$ cat src/rtl/dcache_pkg.sv
package dcache_pkg;

  //////////////////////////////////////////////////
  // geometry
  //////////////////////////////////////////////////

  // read ports into the arbiter
  localparam int NUM_PORTS = 3;
  // set associativity
  localparam int NUM_WAYS  = 4;
  // address split: tag | index | byte offset
  localparam int TAG_W     = 8;
  localparam int IDX_W     = 4;
  localparam int OFF_W     = 5;
  // one 64 bit word per bank, four words per line
  localparam int WORD_W    = 64;
  localparam int NUM_BANKS = 4;
  localparam int BANK_W    = 2;
  localparam int PORT_W    = 2;

  //////////////////////////////////////////////////
  // plain vector types
  //////////////////////////////////////////////////

  typedef logic [TAG_W-1:0]                  tag_t;
  typedef logic [IDX_W-1:0]                  idx_t;
  typedef logic [OFF_W-1:0]                  off_t;
  // word offset inside a line, upper bits of off_t
  typedef logic [BANK_W-1:0]                 bank_sel_t;
  typedef logic [NUM_WAYS-1:0]               way_vec_t;
  typedef logic [WORD_W-1:0]                 word_t;
  typedef logic [WORD_W/8-1:0]               word_be_t;
  typedef logic [NUM_BANKS*WORD_W-1:0]       line_t;
  typedef logic [NUM_BANKS*WORD_W/8-1:0]     line_be_t;
  typedef logic [PORT_W-1:0]                 port_sel_t;

  //////////////////////////////////////////////////
  // bundles
  //////////////////////////////////////////////////

  // read request, tag_only skips the data banks
  typedef struct packed {
    logic req;
    logic tag_only;
    logic prio;
    idx_t idx;
    off_t off;
  } rd_port_t;

  // full line write, we selects the ways to fill
  typedef struct packed {
    logic     vld;
    way_vec_t we;
    tag_t     tag;
    idx_t     idx;
    off_t     off;
    line_t    data;
    line_be_t be;
    way_vec_t vld_bits;
  } cl_wr_t;

  // single word write, req is one-hot over the ways
  typedef struct packed {
    way_vec_t req;
    idx_t     idx;
    off_t     off;
    word_t    data;
    word_be_t be;
  } word_wr_t;

  // per bank access command
  typedef struct packed {
    logic req;
    logic we;
    idx_t idx;
  } bank_cmd_t;

  // state carried from the grant into the compare cycle
  typedef struct packed {
    logic      cmp_en;
    port_sel_t port_sel;
    bank_sel_t bank_sel;
  } lookup_t;

endpackage

$ cat src/rtl/dcache_readout.sv
`timescale 1ns/1ps

module dcache_readout import dcache_pkg::*; (
  input  lookup_t                                 lookup_i,
  input  tag_t      [NUM_PORTS-1:0]               rd_tag_i,
  input  tag_t      [NUM_WAYS-1:0]                tag_rdata_i,
  input  way_vec_t                                vld_bits_i,
  input  word_t     [NUM_BANKS-1:0][NUM_WAYS-1:0] bank_rdata_i,
  input  cl_wr_t                                  cl_wr_i,
  output way_vec_t                                rd_hit_oh_o,
  output way_vec_t                                rd_vld_bits_o,
  output word_t                                   rd_data_o
);

  tag_t                 rd_tag;
  word_t [NUM_WAYS-1:0] way_word;
  word_t                hit_word;
  bank_sel_t            cl_bank;

  //////////////////////////////////////////////////
  // tag compare
  //////////////////////////////////////////////////

  // tag comes late, pick it with the registered port
  assign rd_tag = rd_tag_i[lookup_i.port_sel];

  for (genvar w = 0; w < NUM_WAYS; w++) begin : gen_cmp
    assign rd_hit_oh_o[w] = (rd_tag == tag_rdata_i[w]) & vld_bits_i[w] & lookup_i.cmp_en;
    // word of this way from the bank that was read
    assign way_word[w]    = bank_rdata_i[lookup_i.bank_sel][w];
  end

  assign rd_vld_bits_o = vld_bits_i;

  //////////////////////////////////////////////////
  // word select
  //////////////////////////////////////////////////

  // lowest hitting way wins, way 0 on a miss
  always_comb begin : p_hit_sel
    hit_word = way_word[0];
    for (int w = NUM_WAYS-1; w >= 0; w--) begin
      if (rd_hit_oh_o[w]) begin
        hit_word = way_word[w];
      end
    end
  end

  // line write bypass
  // the written word leaves in the same cycle
  assign cl_bank   = cl_wr_i.off[OFF_W-1 -: BANK_W];
  assign rd_data_o = cl_wr_i.vld ? cl_wr_i.data[cl_bank*WORD_W +: WORD_W] : hit_word;

endmodule

$ cat config.mk
export PLATFORM = sky130hd
export DESIGN_NAME = dcache_readout
export DESIGN_NICKNAME = d
export VERILOG_FILES = /design/src/rtl/dcache_pkg.sv /design/src/rtl/dcache_readout.sv
export SDC_FILE = /design/constraint.sdc
export NUM_CORES = 1
export LEC_CHECK = 0
export BUFFER_PORTS_ARGS = -buffer_cell sky130_fd_sc_hd__buf_2
export CORE_AREA = 4 4 572 574
export DETAILED_ROUTE_END_ITERATION = 8
export DIE_AREA = 0 0 576 578
export GPL_TIMING_DRIVEN = 1
export PLACE_DENSITY = 0.3
export RECOVER_POWER = 25
export SYNTH_ARGS = -nofsm -noshare
export SYNTH_HDL_FRONTEND = slang
export SYNTH_SLANG_ARGS = --single-unit
$ cat constraint.sdc
create_clock -name vclk -period 3.15
set_input_delay 0.315 -clock vclk [all_inputs]
set_output_delay 0.315 -clock vclk [all_outputs]
set_load 0.01 [all_outputs]
==> results by group <==
Setup path
  – Critical Path RT: 2.83 ns
  – Worst setup EP type: output port
  – Crit-path max cell delay: 0.62 ns
  – Crit path cell chain: buf_12, buf_4, and2b_2, nor4_1, or4_1, o2111ai_2, or4_4, buf_4, buf_12, o22ai_2, o32ai_4, buf_2
  – Critical Path Fanout Max: 26
  – WP data arrival: 3.17 ns
  – Slowest cell on crit path: or4_4
  – Worst setup path class: input port to output port
  – CP Launch Type: input port

Synthesis
  – Mapped Avg Cell Area: 11.4 sq um
  – Synthesized Nets: 2,511
  – Synth area leaders: mux4_2 (57%), a32o_1 (5.1%), o32ai_1 (4.5%), a21o_1 (3.8%), nor2b_1 (3.6%)
  – Cell taking the most area after synthesis: mux4_2
  – Mapped Cells: 1,108
  – Commonest cells in the netlist: mux4_2 (320), clkbuf_1 (78), nor2b_1 (73)
  – Ys Warns: 0
  – Cell Area, Synth: 12,600 sq um
  – Synth top area share: 57.2%
  – Yosys cell types: 55
  – Register area share after synthesis: 0%
  – Most numerous cell in the Yosys netlist: mux4_2

Timing
  – Fin. max-slew vios: 0
  – Fmax: 287 MHz
  – Setup total negative slack: -13.05 ns
  – Worst-margin pin slew: 1.23 ns
  – RSZ-0062 raised after global routing: true
  – Max-slew headroom: 17.8%
  – Final-report setup violation count: 64
  – PnR worst setup slack: -0.340 ns
  – Minimum clock period: 3.49 ns
  – Tcrit/Tclk final: 111%
  – Fin. Hold Viols: 0

Layout
  – Register area: 0 sq um
  – # nets final: 4,024
  – Design Area, Final: 30,100 sq um
  – Final sequential cell count: 0
  – Syn-to-layout area delta: 139%
  – CLK BUF: 0
  – Final cell count without fillers: 7,109
  – Share of layout cells above drive strength 1: 85.4%

Hold path
  – Worst Hold Class: input port to output port
  – Hold Path Stages: 2

Detailed routing
  – Routed len/inst: 40.8 microns
  – DR DRC count: 0
  – Via density: 3.23
  – Routed WL: 290,000 microns
  – Initial drt markers: 2,065
  – Drt first pass iters: 8
  – Post-DRT Antenna Nets: 0
  – DR vias: 23,000

Outcome
  – Failing checks: negative setup slack
  – Outcome: finished with violations

Floorplanning
  – # rows: 209
  – Die Ht: 578 microns
  – Die ar.: 333,000 sq um
  – Core Region: 323,000 sq um
  – Initial Utilization: 3.91%
  – Top Ports: 1,475
  – Die W: 576 microns

GRT
  – Gr usage total: 16.4%
  – First-pass GRT wire length: 334,000 microns
  – Vias in the first global route: 21,700
  – Antenna violations before repair: 474
  – Total grt overflow: 0
  – Pin count of the biggest net entering global routing: 67

Placement
  – Placed cells: 6,860
  – Detailed placement HPWL: 257,000 microns
  – Area after DPL: 26,500 sq um
  – Port buffer count: 1,420
  – Placer congestion estimate: 1.02

Flow run
  – Max cap viols: 0

Pwr
  – Clock power share: 0%
  – Sequential Power Share: 0%
  – Switching power: 2.19 mW
  – Switching portion of total power: 53.1%
  – Power Density: 137 nW/um^2
  – LEAKAGE: 11.6 nW
  – Max IR drop VDD: 0.0879 mV
  – Power share of the combinational group: 100.0%
  – Internal: 1.94 mW
worst max-delay path: cells and delay by family:
| family | cells | cell delay, ns |
|---|---|---|
| AOI/OAI and AO/OA | 3 | 0.64 |
| and+or+nand+nor | 4 | 1.31 |
| buffers and inverters | 5 | 0.72 |
placed cells by master, fill, tap and decap left out, drive strengths merged, types with 12 or more instances in the layout:
| cell type | n |
|---|---|
| a32o | 64 |
| mux4 | 320 |
| o32ai | 65 |
| nand4b | 12 |
| o22ai | 70 |
| buf | 1680 |
| a21o | 64 |
| a21oi | 65 |
| nand2b | 19 |
| diode | 165 |
| a31oi | 64 |
| nor2b | 73 |
what timing repair did:
action,4_1_cts,5_1_grt
cloned,19,1
pin swaps,63,21
buffers inserted,60,11
hold buffers,0,0
endpoints found under the setup margin,66,65
resized for setup,301,60
endpoints found under the hold margin,0,0
per-stage QoR:
| stage | power, mW | worst slack, ns | util, % | hold WS, ns |
|---|---|---|---|---|
| after floorplan | 1.42 | 0.421 | - | 0.722 |
| after global placement | 3.79 | -1.44 | 8.20 | 0.947 |
| after detailed placement | 3.81 | -1.33 | 8.20 | 0.950 |
| after CTS | 4.13 | -0.306 | 9.07 | 0.950 |
| after global routing | 4.29 | -0.357 | 9.28 | 0.980 |
| final | 4.13 | -0.340 | 9.33 | 0.973 |
power by group through the flow:
| stage | clock [mW] | sequential, mW | combinational [mW] |
|---|---|---|---|
| after floorplan | 0 | 0 | 1.42 |
| after global placement | 0 | 0 | 3.79 |
| after detailed placement | 0 | 0 | 3.81 |
| after CTS | 0 | 0 | 4.13 |
| after global routing | 0.00000460 | 0 | 4.29 |
| final | 0.00000656 | 0 | 4.13 |
cells by family after synthesis:
kind of cell	count (synthesis)	synth area share, %
AO/OA/AOI/OAI	416	24.2
XOR/XNOR	19	1.32
AND/OR/NAND/NOR	160	8.46
multiplexers	335	58.4
buffers and inverters	178	7.62
metal layers:
| layer | GRT usage, % | share of wire, % | vias up | wire [microns] |
|---|---|---|---|---|
| met5 | 0 | 0.90 | - | 2600 |
| met4 | 5.69 | 4.7 | 390 | 13700 |
| met3 | 12.9 | 18 | 996 | 51300 |
| met2 | 25.8 | 44 | 2211 | 127000 |
| met1 | 16.4 | 33 | 11100 | 95400 |
| li1 | - | - | 8304 | - |
worst paths after layout:
path                          start                to  slack (ns)
worst max-delay path    lookup_i[2]     rd_data_o[27]       -0.34
worst min-delay path  vld_bits_i[1]  rd_vld_bits_o[1]        0.97
layout make-up:
cell class,count,area (sq um)
fillers,37800,293000
multi-input cells,930,13400
repair buffers,1687,10900
well taps,4325,5410
diodes,165,413
inverters,2,7.51
Note: power is estimated with default switching activity, not from simulation.
