[config.mk]
export PLATFORM = sky130hd
export DESIGN_NAME = dcache_port_arb
export DESIGN_NICKNAME = d
export VERILOG_FILES = /design/src/rtl/dcache_pkg.sv /design/src/rtl/dcache_port_arb.sv
export SDC_FILE = /design/constraint.sdc
export NUM_CORES = 1
export LEC_CHECK = 0
export ABC_AREA = 1
export BUFFER_PORTS_ARGS = -buffer_cell sky130_fd_sc_hd__buf_2
export CORE_AREA = 3 3 184 186
export CTS_BUF_LIST = sky130_fd_sc_hd__clkbuf_4 sky130_fd_sc_hd__clkbuf_8 sky130_fd_sc_hd__clkbuf_16
export DETAILED_ROUTE_END_ITERATION = 6
export DIE_AREA = 0 0 187 189
export GPL_ROUTABILITY_DRIVEN = 0
export GPL_TIMING_DRIVEN = 0
export PLACE_DENSITY_LB_ADDON = 0.3
export SYNTH_ARGS = -nofsm -noshare
export SYNTH_HDL_FRONTEND = slang
export SYNTH_SLANG_ARGS = --single-unit
[constraint.sdc]
create_clock -name clk_i -period 6.6 [get_ports clk_i]
set_clock_uncertainty 0.1 [all_clocks]
set_input_delay 0.66 -clock clk_i [delete_from_list [all_inputs] [get_ports clk_i]]
set_output_delay 0.66 -clock clk_i [all_outputs]
set_load 0.01 [all_outputs]
[src/rtl/dcache_pkg.sv]
package dcache_pkg;

  //////////////////////////////////////////////////
  // geometry
  //////////////////////////////////////////////////

  // read ports into the arbiter
  localparam int NUM_PORTS = 3;
  // set associativity
  localparam int NUM_WAYS  = 4;
  // address split: tag | index | byte offset
  localparam int TAG_W     = 8;
  localparam int IDX_W     = 4;
  localparam int OFF_W     = 5;
  // one 64 bit word per bank, four words per line
  localparam int WORD_W    = 64;
  localparam int NUM_BANKS = 4;
  localparam int BANK_W    = 2;
  localparam int PORT_W    = 2;

  //////////////////////////////////////////////////
  // plain vector types
  //////////////////////////////////////////////////

  typedef logic [TAG_W-1:0]                  tag_t;
  typedef logic [IDX_W-1:0]                  idx_t;
  typedef logic [OFF_W-1:0]                  off_t;
  // word offset inside a line, upper bits of off_t
  typedef logic [BANK_W-1:0]                 bank_sel_t;
  typedef logic [NUM_WAYS-1:0]               way_vec_t;
  typedef logic [WORD_W-1:0]                 word_t;
  typedef logic [WORD_W/8-1:0]               word_be_t;
  typedef logic [NUM_BANKS*WORD_W-1:0]       line_t;
  typedef logic [NUM_BANKS*WORD_W/8-1:0]     line_be_t;
  typedef logic [PORT_W-1:0]                 port_sel_t;

  //////////////////////////////////////////////////
  // bundles
  //////////////////////////////////////////////////

  // read request, tag_only skips the data banks
  typedef struct packed {
    logic req;
    logic tag_only;
    logic prio;
    idx_t idx;
    off_t off;
  } rd_port_t;

  // full line write, we selects the ways to fill
  typedef struct packed {
    logic     vld;
    way_vec_t we;
    tag_t     tag;
    idx_t     idx;
    off_t     off;
    line_t    data;
    line_be_t be;
    way_vec_t vld_bits;
  } cl_wr_t;

  // single word write, req is one-hot over the ways
  typedef struct packed {
    way_vec_t req;
    idx_t     idx;
    off_t     off;
    word_t    data;
    word_be_t be;
  } word_wr_t;

  // per bank access command
  typedef struct packed {
    logic req;
    logic we;
    idx_t idx;
  } bank_cmd_t;

  // state carried from the grant into the compare cycle
  typedef struct packed {
    logic      cmp_en;
    port_sel_t port_sel;
    bank_sel_t bank_sel;
  } lookup_t;

endpackage

[src/rtl/dcache_port_arb.sv]
`timescale 1ns/1ps

module dcache_port_arb import dcache_pkg::*; (
  input  logic                          clk_i,
  input  logic                          rst_ni,
  input  rd_port_t  [NUM_PORTS-1:0]     rd_port_i,
  input  cl_wr_t                        cl_wr_i,
  input  word_wr_t                      wr_i,
  output logic      [NUM_PORTS-1:0]     rd_ack_o,
  output logic                          wr_ack_o,
  output bank_cmd_t [NUM_BANKS-1:0]     bank_cmd_o,
  output way_vec_t                      tag_req_o,
  output logic                          tag_we_o,
  output idx_t                          tag_idx_o,
  output lookup_t                       lookup_o
);

  logic [NUM_PORTS-1:0] req_vec;
  logic [NUM_PORTS-1:0] prio_vec;
  logic [NUM_PORTS-1:0] req_masked;
  port_sel_t            rr_ptr_d, rr_ptr_q;
  port_sel_t            gnt_sel;
  logic                 gnt_found;
  logic                 rd_acked;
  logic                 rd_data_req;
  bank_sel_t            rd_bank;
  bank_sel_t            wr_bank;
  logic                 wr_collision;
  lookup_t              lookup_d, lookup_q;

  //////////////////////////////////////////////////
  // read arbitration
  //////////////////////////////////////////////////

  // high prio requests hide all low prio ones
  always_comb begin : p_prio_mask
    for (int p = 0; p < NUM_PORTS; p++) begin
      req_vec[p]  = rd_port_i[p].req;
      prio_vec[p] = rd_port_i[p].req & rd_port_i[p].prio;
    end
    req_masked = (|prio_vec) ? prio_vec : req_vec;
  end

  // round robin search, starting at the pointer
  always_comb begin : p_rr_pick
    int cand;
    gnt_found = 1'b0;
    gnt_sel   = '0;
    for (int k = 0; k < NUM_PORTS; k++) begin
      cand = int'(rr_ptr_q) + k;
      // wrap, NUM_PORTS is not a power of two
      if (cand >= NUM_PORTS) begin
        cand = cand - NUM_PORTS;
      end
      if (!gnt_found && req_masked[cand]) begin
        gnt_found = 1'b1;
        gnt_sel   = port_sel_t'(cand);
      end
    end
  end

  // a line write owns the tag RAMs, no read gets through
  assign rd_acked = gnt_found & ~cl_wr_i.vld;

  always_comb begin : p_rd_ack
    rd_ack_o = '0;
    if (rd_acked) begin
      rd_ack_o[gnt_sel] = 1'b1;
    end
  end

  // pointer moves one past the winner
  assign rr_ptr_d = (gnt_sel == port_sel_t'(NUM_PORTS-1)) ? '0 : gnt_sel + 1'b1;

  //////////////////////////////////////////////////
  // bank requests and word write grant
  //////////////////////////////////////////////////

  assign rd_bank      = rd_port_i[gnt_sel].off[OFF_W-1 -: BANK_W];
  assign wr_bank      = wr_i.off[OFF_W-1 -: BANK_W];
  // tag only lookups leave the data banks free
  assign rd_data_req  = rd_acked & ~rd_port_i[gnt_sel].tag_only;
  assign wr_collision = rd_data_req & (rd_bank == wr_bank);
  assign wr_ack_o     = (|wr_i.req) & ~cl_wr_i.vld & ~wr_collision;

  always_comb begin : p_bank_cmd
    // idle banks just point at the word write set
    for (int k = 0; k < NUM_BANKS; k++) begin
      bank_cmd_o[k].req = 1'b0;
      bank_cmd_o[k].we  = 1'b0;
      bank_cmd_o[k].idx = wr_i.idx;
    end
    if (cl_wr_i.vld) begin
      // full line hits every bank of the set
      for (int k = 0; k < NUM_BANKS; k++) begin
        bank_cmd_o[k].req = 1'b1;
        bank_cmd_o[k].we  = 1'b1;
        bank_cmd_o[k].idx = cl_wr_i.idx;
      end
    end else begin
      if (rd_data_req) begin
        bank_cmd_o[rd_bank].req = 1'b1;
        bank_cmd_o[rd_bank].idx = rd_port_i[gnt_sel].idx;
      end
      // only reached on a different bank than the read
      if (wr_ack_o) begin
        bank_cmd_o[wr_bank].req = 1'b1;
        bank_cmd_o[wr_bank].we  = 1'b1;
        bank_cmd_o[wr_bank].idx = wr_i.idx;
      end
    end
  end

  // tag RAMs: line write picks its ways, a read looks at all
  assign tag_req_o = cl_wr_i.vld ? cl_wr_i.we : {NUM_WAYS{rd_acked}};
  assign tag_we_o  = cl_wr_i.vld;
  assign tag_idx_o = cl_wr_i.vld ? cl_wr_i.idx : rd_port_i[gnt_sel].idx;

  //////////////////////////////////////////////////
  // lookup stage
  //////////////////////////////////////////////////

  // compare only after a tag read that was not a write
  assign lookup_d.cmp_en   = (|tag_req_o) & ~tag_we_o;
  assign lookup_d.port_sel = gnt_sel;
  assign lookup_d.bank_sel = rd_bank;

  always_ff @(posedge clk_i or negedge rst_ni) begin : p_regs
    if (!rst_ni) begin
      lookup_q <= '0;
      rr_ptr_q <= '0;
    end else begin
      lookup_q <= lookup_d;
      if (rd_acked) begin
        rr_ptr_q <= rr_ptr_d;
      end
    end
  end

  assign lookup_o = lookup_q;

endmodule

==> reports/summary.txt, run 1 <==
status: finished clean
P&R area growth vs syn: 81.3%
period utilization: 64.2%
Crit Path Class: flop to output pin
DP HPWL: 7.09 mm
Startpoint Class: flop
fraction of layout cells with a size suffix above 1: 38.2%
met3 WL: 403 um
hold_buf cts: 0
initial drt markers: 50
Power Dens Cells: 512 mW/mm2
nets: 780
Hold WC Path Type: primary input to asynchronous set/reset pin
Setup TNS: 0 ps
Rows: 66
beginning of the critical path: rr_ptr_q[0]
CTS tree: yes
port bufs: 89
fillers: 3846
number of synthesized flops with an enable pin: 0
antenna violations before repair: 0
synth warn: 0
Clock transition at path regs: 40 ps
gr usage total: 4.32%
TritonCTS buffer count: 3
H-tree Lvls: 1
Mapped Area: 0.00133 mm2
largest net degree at the start of global routing: 11
Slew @ Worst Pin: 709 ps
diode count: 0
initial core utilization: 4.10%
R2R Path End: rr_ptr_q[0]
FMAX: 236 MHz
Most used DFF post-synth: dfrtp_1
crit path to: bank_cmd_o[2]
Die Wd: 187 um
min Tclk post-route: 4240 ps
1st-pass router iterations: 4
vias in the first global route: 1908
routed via count: 1899
first-pass GRT wire length: 11.7 mm
clk sinks: 7
Yosys cell types: 24
synthesized instance count: 247
maximum clock insertion buffer count: 2
Max Slew Vio Count: 0
core area: 0.0325 mm2
Design Area, Final: 0.00241 mm2
overall routed net length: 7.92 mm
reg2reg setup slack: 4160 ps
Post-CTS Resized: 0
Crit path required time: 5840 ps
die height: 189 um
post-route DRC violation count: 0
drt via density: 2.43
IO Pins: 479
CTS root buf: clkbuf_16
register area: 175 um2
Worst Path Arrival: 3480 ps
synthesized flop and latch total: 7
final setup vio count: 0
unrepaired setup endpoints after global routing: no
post-DR wirelength/cell: 10.1 um
CP Max Fanout: 9
Worst R2R Path Depth: 12
setup bufs post-CTS: 0
Worst-Skew Late Latency: 230 ps
Avg Inst Size Synth: 5.38 um2
register area share after synthesis: 13.2%
max_slew headroom: 52.7%
Hold Vio Cnt, Final: 0
area of the multi-input gates: 0.00102 mm2
type of destination of the critical path: output pin
wl on met1: 4.28 mm
net count after synthesis: 686
Max VDD drop: 0.176 mV
die area: 0.0353 mm2
Placement Cell Area: 0.00233 mm2
Leak: 1.20 nW
MaxCap Viol Count: 0
Routed Antenna Nets: 0
highest metal used: met4
FF-to-FF Start: rr_ptr_q[0]
FFs w/ async S/R, synth: 100%
GRT overflow: 0
met2 WL post-DR: 3.18 mm
-- per-stage QoR --
stage / setup slack [ps] / std cells / hold slack, ps / total power (W) / utilization, %
2_1_floorplan: 3540 / 247 / 264 / 0.000737 / -
3_3_place_gp: 2480 / 778 / 400 / 0.00116 / 7.17
3_5_place_dp: 2440 / 778 / 401 / 0.00117 / 7.17
4_1_cts: 2290 / 782 / 161 / 0.00127 / 7.43
5_1_grt: 2050 / 782 / 171 / 0.00138 / 7.43
6_report: 2360 / 782 / 158 / 0.00123 / 7.43
-- flip-flops by register name (all words and copies together) (netlist names) --
| register | flops |
|---|---|
| lookup_o | 5 |
| rr_ptr_q | 2 |
-- logic make-up after synthesis --
family	count (synthesis)	synth area share [%]
and+or+nand+nor	192	69.1
buffers and inverters	33	10.3
AOI/OAI and AO/OA	13	5.46
DFF	7	13.2
adders and majority gates	2	1.88
-- critical path, cell delays in order, from the launching register on --
cell     delay, ps
dfrtp_1        340
inv_1           60
ha_1           350
inv_1          200
nand2_1        100
nand2_1         90
nand2_2         80
nor2_4         110
nor2_2          60
nand3_1        130
nand2_1        300
a21oi_1        270
nand3_2        230
nor2_1         490
nand2_1        110
nand3_1        130
nand2_1         60
buf_2          140
-- per-layer routing --
metal / GRT usage, % / vias to the layer above
li1: - / 986
met2: 6.46 / 68
met1: 6.69 / 843
met3: 0.704 / 2
met5: 0 / -
met4: 0.349 / 0
-- Yosys cell counts, types with 4 or more instances --
| cell | number | area, um2 |
|---|---|---|
| nor2_2 | 4 | 25.0 |
| a21oi_1 | 5 | 25.0 |
| o21ai_0 | 4 | 20.0 |
| nand3_2 | 5 | 50.1 |
| nor2_1 | 9 | 33.8 |
| nand2_4 | 4 | 45.0 |
| inv_2 | 6 | 22.5 |
| nand3_1 | 54 | 270 |
| nand4_1 | 5 | 31.3 |
| dfrtp_1 | 7 | 175 |
| inv_1 | 21 | 78.8 |
| nand2_1 | 96 | 360 |
| nand2_2 | 12 | 75.1 |
-- how the worst min path moves through the flow --
stage / startpoint / endpoint / depth (start not counted) / slack, ps
5_1_grt: rst_ni / lookup_o[2] / 1 / 170
3_3_place_gp: rst_ni / lookup_o[4] / 1 / 400
4_1_cts: rst_ni / lookup_o[1] / 1 / 160
2_1_floorplan: rst_ni / lookup_o[0] / 0 / 260
6_report: rst_ni / lookup_o[2] / 1 / 160
3_5_place_dp: rst_ni / lookup_o[1] / 1 / 400
-- layout make-up --
type / instances / share of cell area, %
plain buffers: 5 / 1.35
repair buffers: 89 / 18.5
well taps: 442 / 22.9
clock buffers: 4 / 3.43
inverters: 28 / 4.36
flip-flops and latches: 7 / 7.27
multi-input cells: 207 / 42.2
-- power by group --
group          switching, W  leakage (nW)  internal [W]  total [W]
sequential       0.00000555        0.0858     0.0000662  0.0000717
clock             0.0000218        0.0416     0.0000844   0.000106
combinational      0.000773          1.07      0.000284    0.00106
total              0.000800          1.20      0.000435    0.00123
-- cell usage in the layout, fill, tap and decap left out, drive strengths merged --
cell type | synthesis | routed
buf | 4 | 93
nand4 | 5 | 5
a21boi | 1 | 1
nor2 | 15 | 15
o21bai | 2 | 2
clkbuf | 1 | 5
inv | 27 | 27
clkinv | 1 | 1
o21ai | 5 | 5
nand2 | 112 | 112
ha | 2 | 2
nand3 | 59 | 59
nor4 | 1 | 1
a21oi | 5 | 5
dfrtp | 7 | 7
Note: power is estimated with default switching activity, not from simulation.
==> inputs of run 2 (changes only) <==
--- a/config.mk
+++ b/config.mk
@@ -7,10 +7,10 @@
 export LEC_CHECK = 0
 export ABC_AREA = 1
 export BUFFER_PORTS_ARGS = -buffer_cell sky130_fd_sc_hd__buf_2
-export CORE_AREA = 3 3 184 186
+export CORE_AREA = 3 3 185 187
 export CTS_BUF_LIST = sky130_fd_sc_hd__clkbuf_4 sky130_fd_sc_hd__clkbuf_8 sky130_fd_sc_hd__clkbuf_16
 export DETAILED_ROUTE_END_ITERATION = 6
-export DIE_AREA = 0 0 187 189
+export DIE_AREA = 0 0 188 190
 export GPL_ROUTABILITY_DRIVEN = 0
 export GPL_TIMING_DRIVEN = 0
 export PLACE_DENSITY_LB_ADDON = 0.3
==> constraint.sdc (replaced) <==
create_clock -name clk_i -period 3.6 [get_ports clk_i]
set_clock_uncertainty 0.1 [all_clocks]
set_input_delay 0.36 -clock clk_i [delete_from_list [all_inputs] [get_ports clk_i]]
set_output_delay 0.36 -clock clk_i [all_outputs]
set_load 0.01 [all_outputs]
==> reports/summary.txt, run 2 (synthesis gave the netlist of run 1 again) <==
status: finished clean
period utilization: 95.3%
FMAX: 292 MHz
type of destination of the critical path: output pin
sw power: 0.00169 W (+110%)
Placement Cell Area: 0.00233 mm2 (unchanged)
Routed Antenna Nets: 0 (unchanged)
Top delay family on crit path: simple AND/OR/NAND/NOR gates
slowest CP cell: dfrtp_1
fillers: 3853 (+0.18%)
maximum clock insertion buffer count: 2 (unchanged)
IO Pins: 479 (unchanged)
Startpoint Class: flop
CP Max Fanout: 10 (+1)
min Tclk post-route: 3430 ps
die height: 190 um (+0.53%)
Crit Path Class: flop to output pin
final std cells w/o fill: 792 (+1.3%)
GRT overflow: 0 (unchanged)
area of the multi-input gates: 0.00116 mm2 (+14%)
Max Slew Vio Count: 0 (unchanged)
reg2reg setup slack: 1350 ps (-2810 ps)
die area: 0.0357 mm2 (+1.1%)
final setup vio count: 0 (unchanged)
Hold WC Path Type: primary input to asynchronous set/reset pin
diode count: 0 (unchanged)
Slew @ Worst Pin: 558 ps (-151 ps)
Placed Instances: 778 (unchanged)
port bufs: 89 (unchanged)
Worst-Skew Late Latency: 230 ps (about the same)
fraction of layout cells with a size suffix above 1: 45.1% (+6.9 points)
initial drt markers: 43 (-14%)
max_slew headroom: 62.8% (+10 points)
core area: 0.0326 mm2 (+0.51%)
1st-pass router iterations: 6 (+2)
drt via density: 2.49 (+2.7%)
initial core utilization: 4.08% (-0.021 points)
DP HPWL: 7.01 mm (-1.1%)
post-route DRC violation count: 0 (unchanged)
Max VDD drop: 0.345 mV (+96%)
CTS root buf: clkbuf_16
Rows: 66 (unchanged)
Power Dens Cells: 1050 mW/mm2 (+100%)
Design Area, Final: 0.00266 mm2 (+10%)
CTS tree: yes
CP Cell Sequence: inv_2 > ha_4 > inv_4 > nand3_1 > nand3_2 > nand2_2 > nand4_1 > nand2_8 > inv_2 > nand2_2 > inv_4 > nand2_2 > nand3_4 > inv_4 > buf_6 > nand2_4 > nand2_1 > nand3_1 > nand2_1 > buf_2
first-pass GRT wire length: 11.9 mm (+1.9%)
Crit path required time: 3140 ps (-2700 ps)
most frequent cells in the layout: 91 x nand2_1, 91 x buf_2, 49 x nand3_1
post-DR wirelength/cell: 10.0 um (-0.76%)
met1 Use GR: 6.55% (-0.14 points)
P&R area growth vs syn: 100%
met2 usage: 6.70% (+0.23 points)
nets: 790 (+1.3%)
vias in the first global route: 2009 (+5.3%)
H-tree Lvls: 1 (unchanged)
Comb pwr share: 87.9% (+2.3 points)
Int Pwr: 0.00109 W (+150%)
largest net degree at the start of global routing: 11 (unchanged)
overall routed net length: 7.96 mm (+0.51%)
gr busiest metal: met2
Worst R2R Path Depth: 12 (unchanged)
Place WS: -232 ps (-2670 ps)
worst path bufs/invs: 7 (+4)
Clock transition at path regs: 40 ps (about the same)
unrepaired setup endpoints after global routing: yes
gr usage total: 4.33% (+0.012 points)
grt met3 use: 0.626% (-0.077 points)
clock share of power: 7.1% (-1.5 points)
Sequential Power Share: 5.0% (-0.8 points)
routed via count: 1976 (+4.1%)
R2R Path End: lookup_o[1]
TritonCTS buffer count: 3 (unchanged)
Hold Vio Cnt, Final: 0 (unchanged)
Sw Share: 60.7% (-4.1 points)
Worst Path Arrival: 2970 ps (-510 ps)
FF-to-FF Start: rr_ptr_q[0]
max reg flops: 5 (unchanged)
total power: 0.00278 W (+130%)
Leak: 1.28 nW (+6.8%)
post-layout worst setup margin: 170 ps (-2190 ps)
MaxCap Viol Count: 0 (unchanged)
antenna violations before repair: 0 (unchanged)
Max stage delay on crit path: 400 ps (-90 ps)
Die Wd: 188 um (+0.53%)
clk sinks: 7 (unchanged)
register area: 175 um2 (unchanged)
run 2: cell types whose count changed in the layout (fill, tap and decap cells not counted), sizes merged:
cell / before / now
dlygate4sd3: 0 / 1
buf: 93 / 102
run 2: per-layer routing:
layer,vias to the layer above,wire length (um)
li1,1008,-
met1,889,4130
met2,75,3390
met3,4,409
met4,0,25
met5,-,0
run 2: worst max path at each step:
| stage | startpoint | end | slack [ps] | cells past startpoint |
|---|---|---|---|---|
| global placement | rr_ptr_q[0] | bank_cmd_o[0] | -260 | 17 |
| detailed placement | rr_ptr_q[0] | bank_cmd_o[0] | -230 | 17 |
| global route | rr_ptr_q[0] | bank_cmd_o[15] | -30 | 19 |
| finish | rr_ptr_q[0] | bank_cmd_o[19] | 170 | 20 |
| floorplan | rr_ptr_q[0] | bank_cmd_o[18] | 880 | 22 |
| CTS | rr_ptr_q[0] | bank_cmd_o[0] | -6 | 19 |
run 2: worst register-to-register path, cell delays in order, from the launching register on:
cell	delay (ps)
dfrtp_1	400
inv_2	70
ha_4	300
inv_4	50
nand3_1	90
nand3_2	100
nand2_2	100
nand4_1	230
nand2_8	170
nand2_1	140
nand3_4	150
nand2_4	80
buf_4	150
run 2: stage by stage:
step | hold WS, ps | utilization [%] | setup TNS (ps)
after floorplan | -35.6 | - | 0
after global placement | 103 | 7.14 | -1280
after global routing | 419 | 8.16 | -49.0
after detailed placement | 104 | 7.14 | -1100
after CTS | 403 | 7.72 | -5.79
final | 404 | 8.16 | 0
run 2: timing repair:
item,in CTS,in global routing
endpoints found under the hold margin,7,0
pin swaps,6,12
resized for setup,14,25
setup buffers,3,6
endpoints found under the setup margin,25,24
cloned,0,0
hold buffers,1,0
run 2: area by class of cell:
class	count	share of cell area [%]
Clock buffer	4	3.10
Tap cell	442	20.8
Timing Repair Buffer	99	20.3
Buffer	5	1.22
Multi-Input combinational cell	207	43.5
Inverter	28	4.51
Sequential cell	7	6.58
run 2: power by group through the flow:
stage,combinational [W],clock [W],sequential [W]
finish,0.00245,0.000197,0.000140
global route,0.00271,0.000207,0.000144
CTS,0.00223,0.000200,0.000134
detailed placement,0.00198,0,0.000134
global placement,0.00197,0,0.000134
floorplan,0.00120,0,0.000148
==> inputs of run 3 (changes only) <==
--- a/config.mk
+++ b/config.mk
@@ -12,7 +12,6 @@
 export DETAILED_ROUTE_END_ITERATION = 6
 export DIE_AREA = 0 0 188 190
 export GPL_ROUTABILITY_DRIVEN = 0
-export GPL_TIMING_DRIVEN = 0
 export PLACE_DENSITY_LB_ADDON = 0.3
 export SYNTH_ARGS = -nofsm -noshare
 export SYNTH_HDL_FRONTEND = slang
==> reports/summary.txt, run 3 (synthesis gave the netlist of run 1 again) <==
nets: 801 (+1.4%)
Max VDD drop: 0.386 mV (+12%)
diode count: 0 (unchanged)
Crit Path Class: flop to output pin
Int Pwr: 0.00120 W (+9.5%)
Crit path required time: 3140 ps (about the same)
Sw Share: 58.2% (-2.5 points)
fraction of layout cells with a size suffix above 1: 46.3% (+1.1 points)
Leak: 1.33 nW (+3.4%)
MaxCap Viol Count: 0 (unchanged)
CP Max Fanout: 6 (-4)
TritonCTS buffer count: 3 (unchanged)
max_slew headroom: 71.6% (+8.9 points)
vias in the first global route: 2013 (+0.20%)
post-DR wirelength/cell: 9.81 um (-2.4%)
maximum clock insertion buffer count: 2 (unchanged)
clock share of power: 6.8% (-0.3 points)
Power Dens Cells: 1060 mW/mm2 (+1.5%)
Worst-Skew Late Latency: 230 ps (about the same)
initial core utilization: 4.08% (unchanged)
Die Wd: 188 um (unchanged)
H-tree Lvls: 1 (unchanged)
max reg flops: 5 (unchanged)
P&R area growth vs syn: 103%
total power: 0.00287 W (+3.0%)
CTS root buf: clkbuf_16
final setup vio count: 0 (unchanged)
type of destination of the critical path: output pin
period utilization: 92.8% (-2.5 points)
Rows: 66 (unchanged)
commonest non-fill, non-tap cell in the layout: nand2_1
min Tclk post-route: 3340 ps (-89.7 ps)
unrepaired setup endpoints after global routing: yes
Startpoint Class: flop
gr usage total: 4.32% (-0.011 points)
port bufs: 89 (unchanged)
core area: 0.0326 mm2 (unchanged)
die area: 0.0357 mm2 (unchanged)
DP HPWL: 6.89 mm (-1.7%)
most frequent cells in the layout: 91 x nand2_1, 89 x buf_2, 51 x nand3_1
post-route DRC violation count: 0 (unchanged)
Place WS: 139 ps (+372 ps)
first-pass GRT wire length: 11.9 mm (-0.41%)
Routed Antenna Nets: 0 (unchanged)
CTS tree: yes
routed via count: 1990 (+0.71%)
die height: 190 um (unchanged)
Hold WC Path Type: primary input to asynchronous set/reset pin
largest net degree at the start of global routing: 25 (+14)
hold slack: 397 ps (-6.32 ps)
sw power: 0.00167 W (-1.2%)
overall routed net length: 7.88 mm (-1.0%)
Max Slew Vio Count: 0 (unchanged)
status: finished clean
post-layout worst setup margin: 259 ps (+89.7 ps)
drt via density: 2.48 (-0.67%)
Sequential Power Share: 4.7% (-0.3 points)
initial drt markers: 77 (+79%)
fillers: 3917 (+1.7%)
Slew @ Worst Pin: 426 ps (-133 ps)
Clock transition at path regs: 40 ps (about the same)
Hold Vio Cnt, Final: 0 (unchanged)
IO Pins: 479 (unchanged)
antenna violations before repair: 0 (unchanged)
clk sinks: 7 (unchanged)
1st-pass router iterations: 5 (-1)
Comb pwr share: 88.5% (+0.6 points)
GRT overflow: 0 (unchanged)
FMAX: 299 MHz (+2.7%)
Worst Path Arrival: 2880 ps (-90 ps)
## run 3: cell count changes in the layout (fill, tap and decap cells not counted), sizes merged
| cell | previous run | this run |
|---|---|---|
| clkbuf | 5 | 4 |
| buf | 102 | 114 |
## run 3: power groups by stage
| stage | Clock, W | Combinational [W] | Sequential, W |
|---|---|---|---|
| 2_1_floorplan | 0 | 0.00120 | 0.000148 |
| 3_3_place_gp | 0 | 0.00220 | 0.000133 |
| 3_5_place_dp | 0 | 0.00219 | 0.000133 |
| 4_1_cts | 0.000198 | 0.00228 | 0.000132 |
| 5_1_grt | 0.000206 | 0.00285 | 0.000140 |
| 6_report | 0.000196 | 0.00254 | 0.000134 |
## run 3: layout make-up
cell class | count | area, um2 | area share, %
timing repair buffer | 115 | 654 | 24.2
clock buffer | 4 | 82.6 | 3.06
multi-input combinational | 207 | 1110 | 41.3
sequential | 7 | 175 | 6.49
inverter | 28 | 120 | 4.45
tap | 442 | 553 | 20.5
## run 3: stage by stage
step	utilization, %	area (um2)	setup TNS, ps	instances
5_1_grt	8.28	2700	-189	803
3_3_place_gp	7.43	2420	0	790
4_1_cts	7.82	2550	0	797
6_report	8.28	2700	0	803
2_1_floorplan	-	1330	0	247
3_5_place_dp	7.43	2420	0	790
## run 3: critical path: stages, from the launching register on
cell and delay [ps]:
dfrtp_1 360, inv_2 60, ha_4 290, inv_4 50, nand3_1 70, nand3_1 140
nand2_2 130, nand4_1 180, nand2_4 170, inv_2 70, nand2_4 70, inv_4 60
nand2_2 70, nand3_4 100, buf_6 140, nor2_4 210, buf_6 140, nand2_1 50
nand3_1 80, nand2_1 50, buf_2 130
## run 3: routing by layer
layer / vias up / global-route usage [%] / wire length [um]
met4: 0 / 0.433 / 12
met5: - / 0 / 0
met1: 881 / 6.53 / 4130
met3: 2 / 0.700 / 449
li1: 1031 / - / -
met2: 76 / 6.63 / 3280
## run 3: timing repair
| item | in CTS | in global routing |
|---|---|---|
| resized for setup | 7 | 27 |
| hold endpoints to repair | 7 | 0 |
| buffers inserted | 2 | 6 |
| hold buffers | 1 | 0 |
| pin swaps | 1 | 5 |
| endpoints found under the setup margin | 20 | 24 |
## run 3: worst paths after layout
kind / startpoint / end / slack (ps) / depth (start not counted)
setup reg to reg: rr_ptr_q[0] / lookup_o[1] / 1400 / 12
setup / recovery: rr_ptr_q[0] / bank_cmd_o[15] / 260 / 20
min in group clk_i: rd_port_i[27] / lookup_o[0] / 490 / 3
hold / removal: rst_ni / lookup_o[2] / 400 / 2
hold reg to reg: rr_ptr_q[1] / rr_ptr_q[1] / 500 / 2
max in group asynchronous: rst_ni / rr_ptr_q[0] / 2850 / 2
